File: src/common/mmu_cfg_pkg.sv
package mmu_cfg_pkg;

  // ----------------------------------------
  // Array and memory geometry
  // ----------------------------------------
  localparam int arr_dim     = 4;                    // Array side length
  localparam int max_rows    = 8;                    // Data memory depth
  localparam int tile_rows   = 4;                    // Tile positions along rows
  localparam int tile_cols   = 4;                    // Tile positions along columns
  localparam int operand_w   = 8;
  localparam int acc_w       = 20;
  localparam int arr_sel_w   = $clog2(arr_dim);
  localparam int out_latency = 2 * arr_dim;          // Data row read to output row
  localparam int tbl_depth   = tile_rows * tile_cols * max_rows;

  // ----------------------------------------
  // Vector types
  // ----------------------------------------
  typedef logic [operand_w-1:0] operand_t;           // Unsigned weight or data element
  typedef logic [acc_w-1:0] acc_t;
  typedef operand_t [arr_dim-1:0] operand_row_t;     // One memory row
  typedef acc_t [arr_dim-1:0] acc_row_t;
  typedef logic [$clog2(arr_dim+1)-1:0] dim_t;       // 1 to arr_dim
  typedef logic [$clog2(max_rows+1)-1:0] row_cnt_t;  // 1 to max_rows
  typedef logic [$clog2(max_rows)-1:0] row_addr_t;
  typedef logic [$clog2(tile_rows)-1:0] tile_row_t;
  typedef logic [$clog2(tile_cols)-1:0] tile_col_t;
  typedef logic [arr_sel_w-1:0] col_idx_t;           // Column within a tile
  typedef logic [$clog2(tbl_depth)-1:0] tbl_addr_t;  // Tile row, tile col, data row

endpackage
File: src/common/mmu_ctrl_pkg.sv
package mmu_ctrl_pkg;
  import mmu_cfg_pkg::*;

  // ----------------------------------------
  // Controller phases
  // ----------------------------------------
  typedef enum logic [1:0] {
    hold,        // Idle, done reported
    w_fifo_arr,  // Weight rows shift into the array
    d_mem_calc   // Data rows stream through the array
  } ctrl_state_t;

  // ----------------------------------------
  // Job descriptor
  // ----------------------------------------
  typedef struct packed {
    dim_t      intermed_dim;    // Inner dimension of the product
    dim_t      num_col_weight;  // Used weight columns
    row_cnt_t  num_row_data;    // Data rows to stream
    tile_row_t submat_row;      // Tile position in the table
    tile_col_t submat_col;
  } job_t;

endpackage

File: src/logic/data_feeder.sv
module data_feeder import mmu_cfg_pkg::*, mmu_ctrl_pkg::*; (
  input  logic         clk,
  input  logic         reset,
  input  logic         calc_en,
  input  job_t         job,
  input  logic         data_wr,
  input  row_addr_t    data_addr,
  input  operand_row_t data_row,
  output operand_row_t a_in,
  output logic         a_valid,
  output logic         calc_done
);

  operand_row_t mem [max_rows];  // Row r is data matrix row r
  logic [$clog2(max_rows+out_latency)-1:0] cnt;
  logic         feeding;
  row_addr_t    rd_addr;
  operand_row_t row_q;
  logic         valid_q;

  always_ff @(posedge clk) begin
    if (data_wr) begin
      mem[data_addr] <= data_row;
    end
  end

  // ----------------------------------------
  // Row streamer and drain counter
  // ----------------------------------------
  always_ff @(posedge clk) begin
    if (reset || !calc_en) begin
      cnt <= '0;
    end else begin
      cnt <= cnt + 1'b1;
    end
  end

  assign feeding   = calc_en && (cnt < job.num_row_data);
  assign rd_addr   = cnt[$bits(row_addr_t)-1:0];
  assign calc_done = calc_en && (cnt == job.num_row_data + (out_latency - 1));  // Last row out

  always_ff @(posedge clk) begin
    if (reset) begin
      row_q   <= '0;
      valid_q <= 1'b0;
    end else begin
      valid_q <= feeding;
      for (int k = 0; k < arr_dim; k++) begin
        row_q[k] <= (feeding && k < job.intermed_dim) ? mem[rd_addr][k] : '0;
      end
    end
  end

  // ----------------------------------------
  // Staircase skew where element k waits k cycles
  // ----------------------------------------
  assign a_in[0] = row_q[0];
  assign a_valid = valid_q;  // Aligned with element 0

  for (genvar k = 1; k < arr_dim; k++) begin : g_skew
    operand_t sk [k];
    always_ff @(posedge clk) begin
      if (reset) begin
        for (int s = 0; s < k; s++) begin
          sk[s] <= '0;
        end
      end else begin
        sk[0] <= row_q[k];
        for (int s = 1; s < k; s++) begin
          sk[s] <= sk[s-1];
        end
      end
    end
    assign a_in[k] = sk[k-1];
  end

  // Read address never wraps past the data memory, so it stays below the row count
  assert property (@(posedge clk) disable iff (reset)
    feeding |-> cnt < max_rows);

endmodule

File: config.mk
export PLATFORM = sky130hd
export DESIGN_NAME = data_feeder
export DESIGN_NICKNAME = d
export VERILOG_FILES = /design/src/common/mmu_cfg_pkg.sv /design/src/common/mmu_ctrl_pkg.sv /design/src/logic/data_feeder.sv
export SDC_FILE = /design/constraint.sdc
export NUM_CORES = 1
export LEC_CHECK = 0
export ABC_CLOCK_PERIOD_IN_PS = 4100
export BUFFER_PORTS_ARGS = -buffer_cell sky130_fd_sc_hd__buf_4
export CORE_MARGIN = 8
export CORE_UTILIZATION = 55
export CTS_BUF_LIST = sky130_fd_sc_hd__clkbuf_4 sky130_fd_sc_hd__clkbuf_8
export CTS_CLUSTER_SIZE = 8
export DETAILED_ROUTE_END_ITERATION = 6
export PLACE_DENSITY_LB_ADDON = 0.15
export SLEW_MARGIN = 10
export SYNTH_ARGS = -nofsm -noshare
export SYNTH_HDL_FRONTEND = slang
export SYNTH_SLANG_ARGS = --single-unit
File: constraint.sdc
create_clock -name clk -period 4.1 [get_ports clk]
set_input_delay 0.82 -clock clk [delete_from_list [all_inputs] [get_ports clk]]
set_output_delay 0.82 -clock clk [all_outputs]
set_load 0.05 [all_outputs]
# == After elaboration in Yosys (flattened, before gate mapping) ==
# Memories as Yosys holds them, arrays and structs flattened. A register that Yosys moved wholly into a read port is not among the register bits.
# Cells that the tools add are included.
# totals
ff_bits,37
latchBits,0
mem_bits_rw,304
rom_bits,0
inputBits,53
out_inout_bits,34
elab_cells,53
n_memories,4
# op_classes
add_sub_neg,2
mul,0
div_mod_pow,0
magnitude_cmp,5
n_eq_ne,1
shifts,0
mux,13
bitwise,9
reduce_logical,13
# memory_table
name,depth,word_bits,rd,rd_clocked_by_memory_dff,write_ports,line_no,rtl
mem,8,32,1,1,1,data_feeder.sv:14,operand_row_t mem [max_rows];
g_skew[3].sk,3,8,3,0,3,data_feeder.sv:61,operand_t sk [k];
g_skew[2].sk,2,8,2,0,2,data_feeder.sv:61,
g_skew[1].sk,1,8,1,0,1,data_feeder.sv:61,
# ops
operator,n
8-bit two-way mux,6
2-bit OR reduction,4
8-bit OR reduction,1
1-bit logical AND,6
1-bit by 3-bit < comparator with 1-bit output (first input constant),2
2-bit by 3-bit < comparator with 1-bit output (first input constant),2
1-bit two-way mux,6
4-bit by 3-bit adder with 5-bit output (second input constant),1
4-bit by 5-bit equality test with 1-bit output,1
1-bit OR,5
4-bit by 1-bit adder with 4-bit output (second input constant),1
4-bit < comparator,1
1-bit NOT,4
3-bit two-way mux,1
1-bit logical NOT,1
1-bit logical OR,1

# == Logic depth before layout (Yosys ltp) ==
# Gate-level depths: netlist (run 1).
# logic_depth
word_depth,5
mapped_depth,9
depth_no_buf,6

# == Worst setup path before layout (run 1) ==
# No wires, ideal clock.
# synth_path
path_type,input-to-reg
from,input data_addr[0]
to,memory mem[0][0] in the netlist's numbering (enable)
setup_ns,0.461
arrival_time_ns,3.206
required_time_ns,3.639
slack_ns,0.433
path_stages,2
n_path_buf,0
path_cell_list,nand2b_1 > nor3_1
# synth_lines
item,line_no,rtl
start: declaration,data_feeder.sv:7,"input row_addr_t data_addr,"
end: declaration,data_feeder.sv:14,
# Straight into the memory's write port.

# == Final worst setup path (run 1) ==
# layout_path
from,register cnt[0]
to,output calc_done
# layout_between
elab_chain_len,2
# layout_rtl
item,line_no,rtl
start: declaration,data_feeder.sv:15,logic [$clog2(max_rows+out_latency)-1:0] cnt;
start signal: assignment,data_feeder.sv:34,cnt <= cnt + 1'b1;
4-bit by 5-bit equality test with 1-bit output,data_feeder.sv:40,assign calc_done = calc_en && (cnt == job.num_row_data + (out_latency - 1));
1-bit logical AND,data_feeder.sv:40,
end: declaration,data_feeder.sv:11,output logic calc_done
# No other way between the ends.

==> impl_results.md, run 1 <==
* Unique masters post-synth at 28
* Clock slew at reported path FFs at ~50 ps
* Clk sinks at ~340
* Gate power share at 0.046
* DRT met1 WL at between 9000 and 10000 um
* Inserted Diodes at 0
* Min Clock Period, post-route at slightly above 3000 ps
* Final Hold Viols at 0
* Clock root cell: clkbuf_8
* Worst Tran Pin Value at just over 900 ps
* RSZ-0062 raised after global routing: false
* CP required at about 3300 ps
* Critical path class: reg -> out
* Uppermost layer routed: met4
* Fin util at 0.633
* CP Data Arrival Time at ~2300 ps
* Met3 wire length at ~1400 um
* # DRC at 0
* Seq cells post-synth at 341
* Synth Area in Simple Gates at 0.0483
* Max-slew headroom at 0.383
* Sequential area share after synthesis at 0.760
* Adder-Cell Fraction of Synth Area at 0.00608
* Most common cell after layout, fill and taps aside: edfxtp_1
* Die Wd at approximately 170 um
* Initial antenna violation count at 0
* Drt total wl at about 21000 um
* Die height at ~170 um
* Post-CTS setup buffers at 0
* CTS tree: yes
* Die area at roughly 28000 um2
* Crit start category: flop
* Post-Synthesis Cells at about 620
* Gr usage total at 0.159
* Remaining Overflow, GRT at 0
* Synth Area in Compound Gates at 0.00243
* Area Overhead vs Synth at 14.6%
* Synth area leader: edfxtp_1
* Syn_nets at ~680
* Post-Syn Area at about 12000 um2
* Yosys top cell area share at 0.622
* Part of the power in registers at 0.555
* Largest family of logic cells by synthesized area: multiplexers
* Post-synthesis xor/xnor area fraction at 0.00354
* Hold Path Class: reg -> reg
* RD Place Congestion at around 0.71
* Critical path endpoint category: output port
* Drt via density at about 5.4
* # rows at between 50 and 60
* Slowest cell on crit path: dfxtp_4
* DR WL/cell at between 20 and 25 um
* Post-CTS resize count at 0
* Clk Latency, worst-skew pair at ~570 ps
* Ratio of cells with drive above 1 in the final layout at 0.324
* Pin count of the biggest net entering global routing at 67
* P_int at 0.00554 W
* Slew Limit Fails at 0
* Power Dens Cells at 490 nW/um2
* Switching Share at 0.202
* Worst-path cell chain: inv_1 -> ha_1 -> nand4b_1 -> a311oi_1 -> buf_4
* TNS Setup at 0 ps
* Vias in the first global route at 6009
* Met2 WL post-DR at between 10000 and 15000 um
* Crit-path max FO at 30
* Via count at 5615
* Cts hold-fix bufs at 0
* Router iterations before antenna repair at 4
* Synth top area cells: edfxtp_1 (62%), dfxtp_1 (14%), mux4_2 (8.7%), mux4_1 (3.4%), mux2i_1 (2.6%)
* First-pass GRT wire length at around 34000 um
* Warnings from Yosys at 0
* Final HPWL DP at 11900 um
* Antenna Violating Nets Remaining at 0
* Outcome: completed
* Worst vdd ir at about 0.33 mV
* Max Cap Viol at 0
* Placed cell area at between 10000 and 15000 um2
* Fmax at roughly 0.32 GHz
* Layout Nets at approximately 780
* Most frequent cells in the layout: edfxtp_1 (256), buf_4 (94), dfxtp_1 (82), clkbuf_8 (57), nor2b_1 (49)
* Maximum root-to-sink buffer count at 3
* Mux cell area share after synthesis at 0.147
* Period utilization at 0.757
* Design Area, Final at 14200 um2
* # setup viols final at 0
* Post-Syn Area per Cell at around 20 um2
* Clock Skew at approximately 14 ps
* Iteration-0 DRC Markers at approximately 290
* P_sw at roughly 0.0014 W
* Initial Util at 0.553
* Core Area at approximately 22000 um2
* Count of port buffers added during placement at between 70 and 80
* Leakage power at 4.84 nW
* CTS buffer count at 52
* H-tree levels at 2
* CP peak stage delay at 710 ps
* Clock group share of total power at 0.399
* Top Ports at 87
-- power by group through the flow --
stage / Combinational, W / Clock, W / Sequential, W
finish: 0.000320 / 0.00277 / 0.00385
detailed placement: 0.000325 / 0 / 0.00392
global route: 0.000348 / 0.00300 / 0.00386
global placement: 0.000316 / 0 / 0.00392
CTS: 0.000326 / 0.00284 / 0.00385
floorplan: 0.000209 / 0 / 0.00392
-- metrics by stage --
stage                     power, W  hold WS (ps)  std cells  setup WS [ps]
after global routing       0.00720           448       1048            811
after CTS                  0.00702           434       1048            908
after global placement     0.00423           416        953           1340
after detailed placement   0.00425           420        953           1290
final                      0.00694           432       1048            998
after floorplan            0.00413           414        622            433
-- cell type report --
| cell class | instances | area (um2) |
|---|---|---|
| sequential | 341 | 9400 |
| clock buffer | 91 | 1040 |
| tap | 285 | 357 |
| fill | 1542 | 8200 |
| inverter | 6 | 22.5 |
| multi-input combinational | 227 | 2620 |
| timing repair buffer | 94 | 706 |
| clock inverter | 4 | 23.8 |
-- path summary, 6_finish.rpt --
| check | startpoint | to | slack [ps] | depth (start not counted) |
|---|---|---|---|---|
| worst max-delay path | cnt[0]$_SDFF_PP0_ | calc_done | 1000 | 5 |
| worst max register to register | cnt[0]$_SDFF_PP0_ | row_q[16]$_SDFF_PP0_ | 1540 | 4 |
| worst min-delay path | g_skew[3].sk[0][9]$_SDFF_PP0_ | g_skew[3].sk[0][17]$_SDFF_PP0_ | 430 | 1 |
| worst min register to register | g_skew[3].sk[0][9]$_SDFF_PP0_ | g_skew[3].sk[0][17]$_SDFF_PP0_ | 430 | 1 |
-- critical path, delay by kind of cell, from the launching register on --
| family | cells | cell delay (ps) |
|---|---|---|
| DFF | 1 | 710 |
| and+or+nand+nor | 1 | 170 |
| AOI/OAI and AO/OA | 1 | 220 |
| buffers and inverters | 2 | 340 |
| adders and majority gates | 1 | 280 |
-- state kept, by name, indices dropped and copies added, names as in the netlist --
signal     cells
a_in           8
a_valid        1
cnt            4
g_skew.sk     48
mem          256
row_q         24
-- cells in the mapped netlist, drive strengths merged --
cell    number
a21o         1
a311oi       1
a31oi        1
and3         1
buf         37
clkbuf      11
dfxtp       85
edfxtp     256
ha           6
inv          6
mux2i       32
mux4        64
nand2        4
nand2b       6
nand3        3
nand4        2
nand4b       1
nor2        44
nor2b       49
nor3         6
o211ai       1
xnor2        3
xor2         2
-- layer usage --
metal	up-vias	track usage
li1	2586	-
met4	0	0.0557
met5	-	0
met2	157	0.258
met3	42	0.0414
met1	2830	0.205
-- cell families after synthesis --
logic type | count (synthesis)
AND/OR/NAND/NOR | 116
multiplexers | 96
buffers and inverters | 54
XOR/XNOR | 5
adder cells (fa/ha/maj) | 6
AO/OA/AOI/OAI | 4
flip-flops | 341
Power figures use the tool's default switching activity.
==> inputs of run 2 (changes only) <==
--- a/config.mk
+++ b/config.mk
@@ -5,7 +5,8 @@
 export SDC_FILE = /design/constraint.sdc
 export NUM_CORES = 1
 export LEC_CHECK = 0
-export ABC_CLOCK_PERIOD_IN_PS = 4100
+export ABC_AREA = 1
+export ABC_CLOCK_PERIOD_IN_PS = 2500
 export BUFFER_PORTS_ARGS = -buffer_cell sky130_fd_sc_hd__buf_4
 export CORE_MARGIN = 8
 export CORE_UTILIZATION = 55
==> constraint.sdc (replaced) <==
create_clock -name clk -period 2.5 [get_ports clk]
set_input_delay 0.5 -clock clk [delete_from_list [all_inputs] [get_ports clk]]
set_output_delay 0.5 -clock clk [all_outputs]
set_load 0.05 [all_outputs]
==> run 2 against run 1 <==
Against the previous run: synthesized area is 14% higher; largest cell class unchanged; final cell count is 81% higher; synthesized cell count is 130% higher; sequential power is 64% higher; clock-buffer cell count is 3 lower; register-to-register slack worse by 710 ps.
==> impl_results.md, run 2 <==
* Outcome: completed (unchanged)
* Worst Tran Pin Value at 636 ps (was 925 ps)
* Crit start category: flop (unchanged)
* Critical path origin: cnt[0]$_SDFF_PP0_ (unchanged)
* P_sw at 0.00253 W (was 0.00140 W)
* Final Hold Viols at 0 (unchanged)
* GR Layer Usage met2 at 0.290 (was 0.258)
* Synth top area cells: edfxtp_1 (55%), dfxtp_1 (12%), nand2_1 (12%), inv_1 (9.4%), nand3_1 (4.8%) (was edfxtp_1 (62%), dfxtp_1 (14%), mux4_2 (8.7%), mux4_1 (3.4%), mux2i_1 (2.6%))
* Flop-to-flop setup slack at 830 ps (was 1540 ps)
* Post-CTS setup buffers at 0 (unchanged)
* Router iterations before antenna repair at 5 (was 4)
* Switching Share at 0.217 (was 0.202)
* Top Usage Layer GRT: met2 (unchanged)
* Yosys top cell area share at 0.547 (was 0.622)
* Fmax at ~0.44 GHz
* CTS buffer count at 53 (was 52)
* Gate power share at 0.064 (was 0.046)
* Initial antenna violation count at 1 (was 0)
* Drt total wl at 26900 um (was 21400 um)
* Cts hold-fix bufs at 0 (unchanged)
* Synth area leader: edfxtp_1 (unchanged)
* # setup viols final at 0 (unchanged)
* Seq cells post-synth at 341 (unchanged)
* Total chip power at 0.0117 W (was 0.00694 W)
* RSZ-0062 raised after global routing: false (unchanged)
* Via count at 8809 (was 5615)
* DR WL/cell at 14.2 um (was 20.4 um)
* Clock Skew at 26.5 ps (was 13.8 ps)
* Ys flop type: edfxtp_1 (unchanged)
* Dominant cell by count in the synthesized netlist: nand2_1 (was edfxtp_1)
* Post-CTS resize count at 0 (unchanged)
* Critical path endpoint category: output port (unchanged)
* Max Cap Viol at 0 (unchanged)
* Clock group share of total power at 0.395 (was 0.399)
* Inserted Diodes at 0 (unchanged)
* Synth cell count leaders: nand2_1 (434), inv_1 (351), edfxtp_1 (256) (was edfxtp_1 (256), dfxtp_1 (85), nor2b_1 (49))
* Count of port buffers added during placement at 79 (unchanged)
* Clk sinks at 341 (unchanged)
* CP Data Arrival Time at 1800 ps (was 2280 ps)
* Critical path class: reg -> out (unchanged)
* Power Dens Cells at 731 nW/um2 (was 490 nW/um2)
* Antenna Violating Nets Remaining at 0 (unchanged)
* Post-Syn Area per Cell at 9.66 um2 (was 19.9 um2)
* Reg2reg start: cnt[1]$_SDFF_PP0_ (was cnt[0]$_SDFF_PP0_)
* Max-slew headroom at 0.576 (was 0.383)
* Worst R2R Path Depth at 8 (was 4)
* Core Area at 25100 um2 (was 22400 um2)
* Most common cell after layout, fill and taps aside: nand2_1 (was edfxtp_1)
* Post-Synthesis Cells at 1455 (was 622)
* Die height at 176 um (was 166 um)
* Vias in the first global route at 8519 (was 6009)
* RD Place Congestion at 0.758 (was 0.706)
* Initial Util at 0.560 (was 0.553)
* Crit-path max FO at 2 (was 30)
* Warnings from Yosys at 0 (unchanged)
* Area Overhead vs Synth at 13.5% (was 14.6%)
* Final HPWL DP at 14000 um (was 11900 um)
* Sequential area share after synthesis at 0.668 (was 0.760)
* CTS tree: yes (unchanged)
* Drt via density at 4.65 (was 5.36)
* Worst vdd ir at 0.434 mV (was 0.332 mV)
* Pin count of the biggest net entering global routing at 132 (was 67)
* Top Ports at 87 (unchanged)
* Unique masters post-synth at 21 (was 28)
* Iteration-0 DRC Markers at 532 (was 286)
* Max reg flops at 256 (unchanged)
* Worst setup path end: calc_done (unchanged)
* # rows at 58 (was 55)
* Hold Path Class: in -> reg (was reg -> reg)
* Die area at 30900 um2 (was 27500 um2)
* Period utilization at 0.919
* H-tree levels at 2 (unchanged)
* Reg-to-reg endpoint: row_q[19]$_SDFF_PP0_ (was row_q[16]$_SDFF_PP0_)
* Met3 Resource Use GR at 0.0410 (was 0.0414)
* Maximum root-to-sink buffer count at 3 (unchanged)
* Post-Syn Area at 14100 um2 (was 12400 um2)
* Post-synth EDFFs at 256 (unchanged)
* Largest Register: mem (unchanged)
* Slew Limit Fails at 0 (unchanged)
* Ratio of cells with drive above 1 in the final layout at 0.128 (was 0.324)
* CP required at 2000 ps (was 3280 ps)
* Gr usage total at 0.175 (was 0.159)
* TNS Setup at 0 ps (unchanged)
* Regs by FF count: mem: 256 flops, g_skew.sk: 48 flops, row_q: 24 flops (unchanged)
* Syn_nets at 1514 (was 681)
* Die Wd at 176 um (was 166 um)
* Remaining Overflow, GRT at 0 (unchanged)
* First-pass GRT wire length at 43000 um (was 33700 um)
* Clk Latency, worst-skew pair at 570 ps (about the same)
* Async set-reset flop share out of synthesis at 0 (unchanged)
* Leakage power at 7.40 nW (was 4.84 nW)
* Layout Nets at 1586 (was 781)
* Clock root cell: clkbuf_8 (unchanged)
* Most frequent cells in the layout: nand2_1 (434), inv_1 (351), edfxtp_1 (256), nand3_1 (134), nor2_1 (88) (was edfxtp_1 (256), buf_4 (94), dfxtp_1 (82), clkbuf_8 (57), nor2b_1 (49))
* P_int at 0.00913 W (was 0.00554 W)
* # DRC at 0 (unchanged)
* Min Clock Period, post-route at roughly 2300 ps
* Part of the power in registers at 0.541 (was 0.555)
* Clock slew at reported path FFs at 60 ps (was 50 ps)
* GR Layer Usage met1 at 0.223 (was 0.205)
run 2: cell types whose count changed in the layout (fill, tap and decap cells not counted), moves of 16 or more:
| cell | delta |
|---|---|
| mux4_1 | -16 |
| nand2_1 | +430 |
| mux4_2 | -48 |
| mux2i_1 | -32 |
| nand3_1 | +131 |
| nor2b_1 | -49 |
| nor2_1 | +50 |
| inv_1 | +345 |
run 2: how the worst min path moves through the flow:
stage	from	end	cells past startpoint
after floorplan	row_q[8]$_SDFF_PP0_	g_skew[1].sk[0][0]$_SDFF_PP0_	2
after global placement	g_skew[3].sk[0][12]$_SDFF_PP0_	g_skew[3].sk[0][20]$_SDFF_PP0_	2
after detailed placement	g_skew[3].sk[0][14]$_SDFF_PP0_	g_skew[3].sk[0][22]$_SDFF_PP0_	2
after CTS	data_row[4]	mem[2][4]$_DFFE_PP_	1
after global routing	data_row[23]	mem[0][23]$_DFFE_PP_	1
final	data_row[4]	mem[2][4]$_DFFE_PP_	1
run 2: per-stage QoR:
step / area [um2] / setup WS [ps] / cells / hold WS (ps) / utilization
6_report: 16000 / 203 / 1896 / 154 / 0.636
5_1_grt: 16000 / 65.7 / 1896 / 131 / 0.636
4_1_cts: 16000 / 163 / 1896 / 119 / 0.636
3_5_place_dp: 14900 / 412 / 1802 / 392 / 0.593
3_3_place_gp: 14900 / 442 / 1802 / 389 / 0.593
2_1_floorplan: 14100 / 82.1 / 1455 / 388 / -
run 2: logic make-up after synthesis:
family	share of synthesized area
flops	0.668
xor+xnor	0.00249
compound gates	0.00178
simple gates	0.191
buf+inv	0.132
fa+ha+maj	0.00534
run 2: cell type report:
cell class | instances | area [um2]
fillers | 2049 | 9150
well taps | 330 | 413
inverters | 354 | 1330
clock buffers | 88 | 1050
clock inverters | 6 | 27.5
flip-flops and latches | 341 | 9390
repair buffers | 96 | 871
multi-input cells | 681 | 2870
run 2: worst max-delay path, cell delays in order (launching register included):
cell and delay (ps):
dfxtp_4 360, clkinv_2 90, ha_1 290, nor2_1 120, nand4_1 90, nor2_1 90
buf_4 200
run 2: power groups by stage:
stage	Sequential [W]	Clock, W	Combinational, W
after floorplan	0.00644	0	0.000490
after global placement	0.00642	0	0.000739
after detailed placement	0.00642	0	0.000755
after CTS	0.00631	0.00470	0.000758
after global routing	0.00632	0.00496	0.000849
final	0.00631	0.00460	0.000751
run 2: routing by layer:
metal	up-vias	wire length, um
li1	4532	-
met1	3941	12100
met2	263	12100
met3	71	1940
met4	2	632
met5	-	17
